--- config.mk ---
export PLATFORM = sky130hd
export DESIGN_NAME = writeback_stage
export DESIGN_NICKNAME = d
export VERILOG_FILES = /design/src/common/wb_pkg.sv /design/src/writeback/wb_data_select.sv /design/src/writeback/next_pc_select.sv /design/src/logic/regfile.sv /design/src/writeback/writeback_stage.sv
export SDC_FILE = /design/constraint.sdc
export NUM_CORES = 2
export LEC_CHECK = 0
export BUFFER_PORTS_ARGS = -buffer_cell sky130_fd_sc_hd__buf_2
export CORE_ASPECT_RATIO = 2
export CORE_MARGIN = 2
export CORE_UTILIZATION = 30
export DETAILED_ROUTE_END_ITERATION = 12
export PLACE_DENSITY_LB_ADDON = 0.12
export SETUP_SLACK_MARGIN = 0.5
export SLEW_MARGIN = 10
export SYNTH_ARGS = -nofsm -noshare
export SYNTH_HDL_FRONTEND = slang
export SYNTH_SLANG_ARGS = --single-unit
--- constraint.sdc ---
create_clock -name clk -period 4.8 [get_ports clk]
set_input_delay 0.72 -clock clk [delete_from_list [all_inputs] [get_ports clk]]
set_output_delay 0.72 -clock clk [all_outputs]
set_load 0.005 [all_outputs]
--- src/common/wb_pkg.sv ---
package wb_pkg;

    localparam int XLEN       = 32;
    localparam int NUM_REGS   = 32;
    localparam int REG_ADDR_W = $clog2(NUM_REGS);
    localparam int APB_ADDR_W = 8;

    // program end address, seen as the exit point of a test program
    localparam logic [XLEN-1:0] EXIT_PC   = 32'h1000;
    localparam logic [XLEN-1:0] REG_RESET = 32'hffff_ffff;

    // last legal APB byte address, register 31
    localparam logic [APB_ADDR_W-1:0] APB_LAST_ADDR = 8'h7c;

    typedef logic [XLEN-1:0]       xlen_t;
    typedef logic [REG_ADDR_W-1:0] reg_addr_t;

    typedef enum logic [3:0] {
        WB_ALU   = 4'd0,
        WB_MEMB  = 4'd1,
        WB_MEMBU = 4'd2,
        WB_MEMH  = 4'd3,
        WB_MEMHU = 4'd4,
        WB_MEMW  = 4'd5,
        WB_PC    = 4'd6,
        WB_CSR   = 4'd7
    } wb_sel_e;

    // one instruction leaving the pipe
    typedef struct packed {
        logic      valid;
        xlen_t     pc;
        wb_sel_e   wb_sel;
        xlen_t     csr_rdata;
        xlen_t     mem_rdata;
        xlen_t     alu_out;
        reg_addr_t wb_addr;
        logic      rf_wen;
        logic      br_flg;
        xlen_t     br_target;
        logic      jmp_flg;
        logic      is_ecall;
        xlen_t     trap_vector;
    } retire_t;

    typedef struct packed {
        xlen_t next_pc;
        logic  hazard;   // fetch side flushes on this
        logic  exit;
    } redirect_t;

    typedef struct packed {
        logic      en;
        reg_addr_t addr;
        xlen_t     data;
    } rf_write_t;

endpackage

--- src/writeback/wb_data_select.sv ---
`timescale 1ns/1ps

module wb_data_select (
    input  logic               clk,
    input  logic               rst_n,
    input  wb_pkg::retire_t    retire,
    output wb_pkg::rf_write_t  wb_write
);

    wb_pkg::xlen_t pc_plus4;
    wb_pkg::xlen_t wb_data;

    assign pc_plus4 = retire.pc + wb_pkg::xlen_t'(4);

    always_comb begin
        case (retire.wb_sel)
            wb_pkg::WB_MEMB: begin
                wb_data = {{24{retire.mem_rdata[7]}}, retire.mem_rdata[7:0]};
            end
            wb_pkg::WB_MEMBU: begin
                wb_data = {24'b0, retire.mem_rdata[7:0]};
            end
            wb_pkg::WB_MEMH: begin
                wb_data = {{16{retire.mem_rdata[15]}}, retire.mem_rdata[15:0]};
            end
            wb_pkg::WB_MEMHU: begin
                wb_data = {16'b0, retire.mem_rdata[15:0]};
            end
            wb_pkg::WB_MEMW: wb_data = retire.mem_rdata;
            wb_pkg::WB_PC:   wb_data = pc_plus4;     // link address
            wb_pkg::WB_CSR:  wb_data = retire.csr_rdata;
            default:         wb_data = retire.alu_out;
        endcase
    end

    // x0 never written
    assign wb_write.en   = retire.valid && retire.rf_wen && (retire.wb_addr != '0);
    assign wb_write.addr = retire.wb_addr;
    assign wb_write.data = wb_data;

    // upstream must hand over a defined source code with every valid record
    a_wb_sel_known: assert property (
        @(posedge clk) disable iff (!rst_n)
        retire.valid |-> !$isunknown(retire.wb_sel)
    ) else $error("wb_sel unknown on a valid retire");

endmodule

--- src/writeback/next_pc_select.sv ---
`timescale 1ns/1ps

module next_pc_select (
    input  logic               clk,
    input  logic               rst_n,
    input  wb_pkg::retire_t    retire,
    output wb_pkg::redirect_t  redirect
);

    wb_pkg::xlen_t pc_plus4;
    wb_pkg::xlen_t next_pc;

    assign pc_plus4 = retire.pc + wb_pkg::xlen_t'(4);

    // branch wins over jump, jump over ecall
    always_comb begin
        if (retire.br_flg) begin
            next_pc = retire.br_target;
        end else if (retire.jmp_flg) begin
            next_pc = retire.alu_out;       // jal/jalr target from the alu
        end else if (retire.is_ecall) begin
            next_pc = retire.trap_vector;
        end else begin
            next_pc = pc_plus4;
        end
    end

    assign redirect.next_pc = next_pc;
    assign redirect.hazard  = retire.valid
                              && (retire.br_flg || retire.jmp_flg || retire.is_ecall);
    assign redirect.exit    = retire.valid && (retire.pc == wb_pkg::EXIT_PC);

    // decode never marks an ecall as a control transfer too
    a_ecall_alone: assert property (
        @(posedge clk) disable iff (!rst_n)
        (retire.valid && retire.is_ecall) |-> !(retire.br_flg || retire.jmp_flg)
    ) else $error("ecall flagged together with branch or jump");

endmodule

--- src/logic/regfile.sv ---
`timescale 1ns/1ps

module regfile (
    input  logic                            clk,
    input  logic                            rst_n,
    input  wb_pkg::rf_write_t               wb_write,
    input  logic                            psel,
    input  logic                            penable,
    input  logic                            pwrite,
    input  logic [wb_pkg::APB_ADDR_W-1:0]   paddr,
    input  wb_pkg::xlen_t                   pwdata,
    output wb_pkg::xlen_t                   prdata,
    output logic                            pready,
    output logic                            pslverr
);

    // x0 has no storage
    wb_pkg::xlen_t regs [1:wb_pkg::NUM_REGS-1];

    logic              apb_access;
    logic              addr_bad;
    logic              apb_err;
    wb_pkg::reg_addr_t rd_idx;
    wb_pkg::xlen_t     rd_data;

    always_ff @(posedge clk) begin
        if (!rst_n) begin
            for (int i = 1; i < wb_pkg::NUM_REGS; i++) begin
                regs[i] <= wb_pkg::REG_RESET;
            end
        end else if (wb_write.en) begin
            regs[wb_write.addr] <= wb_write.data;   // en already excludes x0
        end
    end

    assign apb_access = psel && penable;

    assign addr_bad = (paddr > wb_pkg::APB_LAST_ADDR) || (paddr[1:0] != 2'b00);
    assign apb_err  = pwrite || addr_bad;   // port is read-only

    assign rd_idx = paddr[wb_pkg::REG_ADDR_W+1:2];

    // read is combinational so a same-cycle write is not yet seen
    always_comb begin
        if (rd_idx == '0) begin
            rd_data = '0;
        end else begin
            rd_data = regs[rd_idx];
        end
    end

    assign pready  = apb_access;              // never any wait states
    assign pslverr = apb_access && apb_err;
    assign prdata  = (apb_access && !apb_err) ? rd_data : '0;

    // the requester keeps the setup phase before every access phase
    a_apb_setup: assert property (
        @(posedge clk) disable iff (!rst_n)
        $rose(penable) |-> $past(psel)
    ) else $error("penable rose without a setup cycle");

endmodule

--- src/writeback/writeback_stage.sv ---
`timescale 1ns/1ps

module writeback_stage (
    input  logic                            clk,
    input  logic                            rst_n,
    input  wb_pkg::retire_t                 retire,
    output wb_pkg::redirect_t               redirect,
    input  logic                            psel,
    input  logic                            penable,
    input  logic                            pwrite,
    input  logic [wb_pkg::APB_ADDR_W-1:0]   paddr,
    input  wb_pkg::xlen_t                   pwdata,
    output wb_pkg::xlen_t                   prdata,
    output logic                            pready,
    output logic                            pslverr
);

    wb_pkg::rf_write_t wb_write;

    wb_data_select u_wb_data_select (
        .clk      (clk),
        .rst_n    (rst_n),
        .retire   (retire),
        .wb_write (wb_write)
    );

    // runs beside the data path, purely combinational
    next_pc_select u_next_pc_select (
        .clk      (clk),
        .rst_n    (rst_n),
        .retire   (retire),
        .redirect (redirect)
    );

    regfile u_regfile (
        .clk      (clk),
        .rst_n    (rst_n),
        .wb_write (wb_write),
        .psel     (psel),
        .penable  (penable),
        .pwrite   (pwrite),
        .paddr    (paddr),
        .pwdata   (pwdata),
        .prdata   (prdata),
        .pready   (pready),
        .pslverr  (pslverr)
    );

endmodule

== Yosys cells after proc, flatten, opt, wreduce, memory -nomap -nowiden ==
Memory sizes are Yosys's and may differ from the RTL's.
Index checks and enable logic that the tools add are counted.

* $lt $le $gt $ge: 1
* Mux-type cells: 13
* Eq/ne operators: 8
* Add/sub/neg operators: 1
* Reduce and logical (&&, ||, !) cells: 16

{| class="wikitable"
|+ Operators by type and width
! operator !! count
|-
| 32-bit one-hot mux with 7 select lines || 1
|-
| 32-bit 2-to-1 mux || 6
|-
| 32-bit by 3-bit adder with 32-bit output, second input constant || 1
|-
| 32-bit by 13-bit == test with 1-bit output, second input constant || 1
|-
| 32-bit OR reduction || 1
|-
| 4-bit by 3-bit == test with 1-bit output, second input constant || 4
|-
| 4-bit by 2-bit == test with 1-bit output, second input constant || 2
|-
| 8-bit by 7-bit > comparator with 1-bit output, second input constant || 1
|-
| 1-bit logical AND || 7
|-
| 5-bit logical NOT || 1
|-
| 1-bit 2-to-1 mux || 5
|-
| 5-bit 2-to-1 mux || 1
|-
| 5-bit nonzero test || 1
|-
| 4-bit by 1-bit == test with 1-bit output, second input constant || 1
|-
| 1-bit logical OR || 4
|-
| 2-bit nonzero test || 1
|-
| 1-bit logical NOT || 1
|}

* Word-level logic and storage cells: 40
* Output and inout bits: 68
* Bits in writable memories: 992
* Bits in registers: 0
* Memories kept: 1
* Input port bits: 251

{| class="wikitable"
|+ Memories
! name !! depth !! bits a word !! read ports !! clocked after memory_dff !! wr ports !! RTL line !! RTL
|-
| u_regfile.regs || 31 || 32 || 1 || 0 || 31 || regfile.sv:18 || <nowiki>wb_pkg::xlen_t regs [1:wb_pkg::NUM_REGS-1];</nowiki>
|}

== Depth between registers and ports, before layout ==
* Word-level depth: 7
* Mapped depth: 9
* Depth with buffers taken out: 6

== By module ==
From an unflattened synthesis, not the netlist that was laid out.

* Cells, all modules: 3,744
* Area, all modules: 50,607.3 um2

{| class="wikitable"
|+ By module, submodules not included
! module !! cells an instance !! sequential area each (um2) !! instances !! area an instance (um2)
|-
| regfile || 3,203 || 30,749.5 || 1 || 47,251.6
|-
| wb_data_select || 292 || 0.0 || 1 || 1,786.7
|-
| next_pc_select || 249 || 0.0 || 1 || 1,569.0
|}

== Least setup slack after synthesis ==
OpenSTA, ideal clock, no wires.

* Path type: input-to-reg
* Start point: in retire[68] (netlist name)
* End point: mem u_regfile.regs[21][0] (netlist name), enable pin
* Arrival time: 3.743 ns
* Path buffers: 2
* Stages on the path: 5
* Path slack: 0.591 ns
* Library setup time: 0.466 ns
* Data required time: 4.334 ns
* Cell sequence: inv_1 or3_1 clkbuf_1 clkbuf_1 o21ai_0

{| class="wikitable"
|+ RTL lines
! element !! RTL line !! RTL
|-
| start, declared || writeback_stage.sv:6 || <nowiki>input wb_pkg::retire_t retire,</nowiki>
|-
| end, declared || regfile.sv:18 ||
|}

== Worst setup path in the final report ==
* Start point: in paddr[2] (netlist name)
* End point: out prdata[18]

* Word-level cells in the longest chain between the ends: 6
* Elaborated cells between the ends (all ways): 9
* Those cells by class: order compare (1); mux (2); reduce/logical (5); memory (1)

{| class="wikitable"
|+ Ends and longest elaborated chain
! element !! RTL line !! RTL
|-
| start, declared || writeback_stage.sv:11 || <nowiki>input logic [wb_pkg::APB_ADDR_W-1:0] paddr,</nowiki>
|-
| 8-bit by 7-bit > comparator with 1-bit output || regfile.sv:38 || <nowiki>assign addr_bad = (paddr > wb_pkg::APB_LAST_ADDR) || (paddr[1:0] != 2'b00);</nowiki>
|-
| 1-bit logical OR || regfile.sv:38 ||
|-
| 1-bit logical OR || regfile.sv:39 || <nowiki>assign apb_err = pwrite || addr_bad;</nowiki>
|-
| 1-bit logical NOT || regfile.sv:54 || <nowiki>assign prdata = (apb_access && !apb_err) ? rd_data : '0;</nowiki>
|-
| 1-bit logical AND || regfile.sv:54 ||
|-
| 32-bit 2-to-1 mux (*) || regfile.sv:54 ||
|-
| end, declared || writeback_stage.sv:13 || <nowiki>output wb_pkg::xlen_t prdata,</nowiki>
|}

Every way passes the cells marked *; elsewhere a longest branch is shown, timed or not.

==> results.ini <==
[place]
post_dp_cell_area_sq_um=52180
port-buffer-count=286
hpwlAfterDp_um=104700
routabilityCongestion=0.8761

[die]
die_y_um=564.9
die_w_um=284.4
io_pins=319
start_util_pct=30.26
die_area_sq_um=160700
fp-row-count=205
core_sq_um=156000

[route]
totalWireLength_um=154100
routedWlPerCell_um=26.78
drc_errors=0
initialDrtViolationCount=2100
vias_per_cell=5.032
ant_nets=0
drtPass1Iterations=5
vias=28957

[flow_run]
cap_violations=0

[synth]
synth_flop_cell=edfxtp_1
synth_cells=3402
synthSimpleGateAreaFrac_pct=11.74
synth_compound_area_share_pct=3.673
synthAdderAreaFrac_pct=0.05304
synth-xor-area-share_pct=0.4269
synth_cell_types=73
synth.yosys.seq_area_share_pct=65.17
synthMuxAreaShare_pct=15.60
syn_avg_cell_area_sq_um=13.87
synth_seq_cells=1024
yosysTopAreaCellShare_pct=65.17
synth_top_area_cell=edfxtp_1
synth_top_family_by_area=multiplexers
synth_area_leaders=edfxtp_1 (65%), mux4_2 (12%), nand2_1 (7.8%)
async_flop_share_pct=0
synth_edf_count=1024
syn-cell-area_sq_um=47180
yosysWarnings=0

[pwr]
switching_share_pct=24.26
leakagePower_uw=0.01806
pwr-share-clk_pct=36.5
p_int_uw=14850
peakVddDrop_uv=232.9
p_comb_share_pct=10.4
power_density_nw_per_um2=356.8
p_sw_uw=4755
seqPwrFrac_pct=53.1

[global_routing]
grt_max_degree=45
grt_pass1_vias=31220
antenna_found_initial=3
grt_usage_pct=19.14
grt-ovfl-total=0
grt_pass1_wl_um=221900

[run_status]
outcome=completed

[critical_path]
crit_required_ns=4.08
cp_max_fo=27
crit_path_cell_trace=buf_8 -> buf_4 -> mux4_2 -> mux2i_1 -> o22ai_1 -> a211o_1 -> buf_2
cp_num_buf_inv=3
critical-path-top-delay-family=buffers and inverters
crit_arrival_ns=3.23
max_stage_delay_ns=0.57
end_kind=output port
path_depth=7
timing_worst_setup_path_type=in2out
worst_setup_path_start_kind=input pin
slowest_stage=mux4_2

[layout]
layout-drive-gt1-share_pct=26.93
largest-register=u_regfile.regs
design_area_sq_um=54940
largest_reg_flops=1024
final_nets=3867
area_growth_pct=16.44
largest_registers=u_regfile.regs (1024)

[worst_hold_path]
holdCritStartpoint=retire[101]
whs_endpoint=u_regfile.regs[29][28]$_SDFFCE_PN1P_
hold_class=in2reg
holdPathStages=4

[timing]
rsz0062_at_grt=no
period_needed_ns=3.951
fmax_ghz=0.2531
finalSetupTns_ns=0
finalCritPeriodShare_pct=82.32
finalHoldViolations=0
finalSetupViolations=0
slew_headroom_pct=21.64
maxSlewViolCount=0
tightest_slew_ns=1.165

[clock_tree]
post-cts-setup-buffers=0
numCtsBuffers=87
cts_hold_buf=0
root_buffer=clkbuf_16
postCtsResizedCells=0
clkTransAtPathRegs_ns=0.07
clock_path_buffers=3
clock_sinks=1024
htree_levels=3
cts_tree=yes

cells in the final DEF, fill, tap and decap left out, types with 29 or more instances in the layout:
cell type and count:
nand2_1 978, clkbuf_16 89, a211o_1 32, mux4_2 256
mux2i_1 119, o21ai_4 31, buf_2 282, edfxtp_1 1024
nor2_4 31, nand2_2 29, nand4_1 41, o22ai_1 44
nand3_1 51, conb_1 32, nor2_1 78, mux2_2 36
buf_4 122
worst max path at each step:
stage | slack (ns) | endpoint | startpoint
2_1_floorplan | 0.59 | u_regfile.regs[21][0]$_SDFFCE_PN1P_ | retire[68]
3_3_place_gp | 0.85 | prdata[18] | paddr[2]
3_5_place_dp | 0.86 | prdata[18] | paddr[2]
4_1_cts | 0.85 | prdata[18] | paddr[2]
5_1_grt | 0.73 | prdata[18] | paddr[2]
6_report | 0.85 | prdata[18] | paddr[2]
synthesized netlist by cell type (all sizes together) (10+ instances only):
cell,count
nand2,1007
nor2,110
inv,40
nand4,43
or3,10
buf,104
o221ai,18
xnor2,13
mux2i,119
mux4,256
xor2,10
o22ai,48
clkbuf,239
o21ai,55
mux2,36
edfxtp,1024
a21oi,20
a22oi,22
a211o,32
nand3,52
nor3,14
nor4,18
tightest hold or removal path, delay by kind of cell:
kind,cells,cell delay [ns]
buf+inv,2,0.29
simple gates,1,0.10
compound gates,1,0.08
kinds of logic (layout without fill, tap and decap cells):
group,count (synthesis),after routing
AND/OR/NAND/NOR,1312,1312
XOR/XNOR,23,23
flip-flops,1024,1024
other,1,33
multiplexers,411,411
adder cells (fa/ha/maj),2,2
AO/OA/AOI/OAI,246,246
buffers and inverters,383,634
metal layers:
layer / share of wire (%) / vias to the layer above / track usage, %
met3: 3.8 / 195 / 1.872
met4: 2.8 / 0 / 5.796
met1: 37 / 14917 / 21.22
li1: - / 13007 / -
met2: 57 / 838 / 37.93
met5: 0 / - / 0
area by class of cell:
class / count / area, sq um
diodes: 1 / 2.502
clock buffers: 98 / 2261
clock inverters: 61 / 494.2
fillers: 15171 / 101000
inverters: 40 / 150.1
multi-input cells: 2026 / 15770
flip-flops and latches: 1024 / 30750
well taps: 2070 / 2590
repair buffers: 435 / 2929
power by group through the flow:
| stage | clock [uW] | sequential, uW | combinational, uW |
|---|---|---|---|
| finish | 7150 | 10400 | 2040 |
| global route | 7630 | 10500 | 2180 |
| CTS | 7360 | 10400 | 2080 |
| detailed placement | 0 | 10600 | 2080 |
| global placement | 0 | 10600 | 2080 |
| floorplan | 0 | 10600 | 1220 |
through the flow:
step / cells / power [uW] / hold WS, ns / utilization (%) / setup slack (ns)
3_3_place_gp: 5595 / 12680 / 1.294 / 33.46 / 0.8527
4_1_cts: 5754 / 19870 / 0.5681 / 35.23 / 0.8473
3_5_place_dp: 5595 / 12700 / 1.293 / 33.46 / 0.8550
2_1_floorplan: 3433 / 11810 / 0.9284 / - / 0.5914
5_1_grt: 5755 / 20270 / 0.6217 / 35.23 / 0.7331
6_report: 5755 / 19600 / 0.6344 / 35.23 / 0.8488
Power figures use the tool's default switching activity.
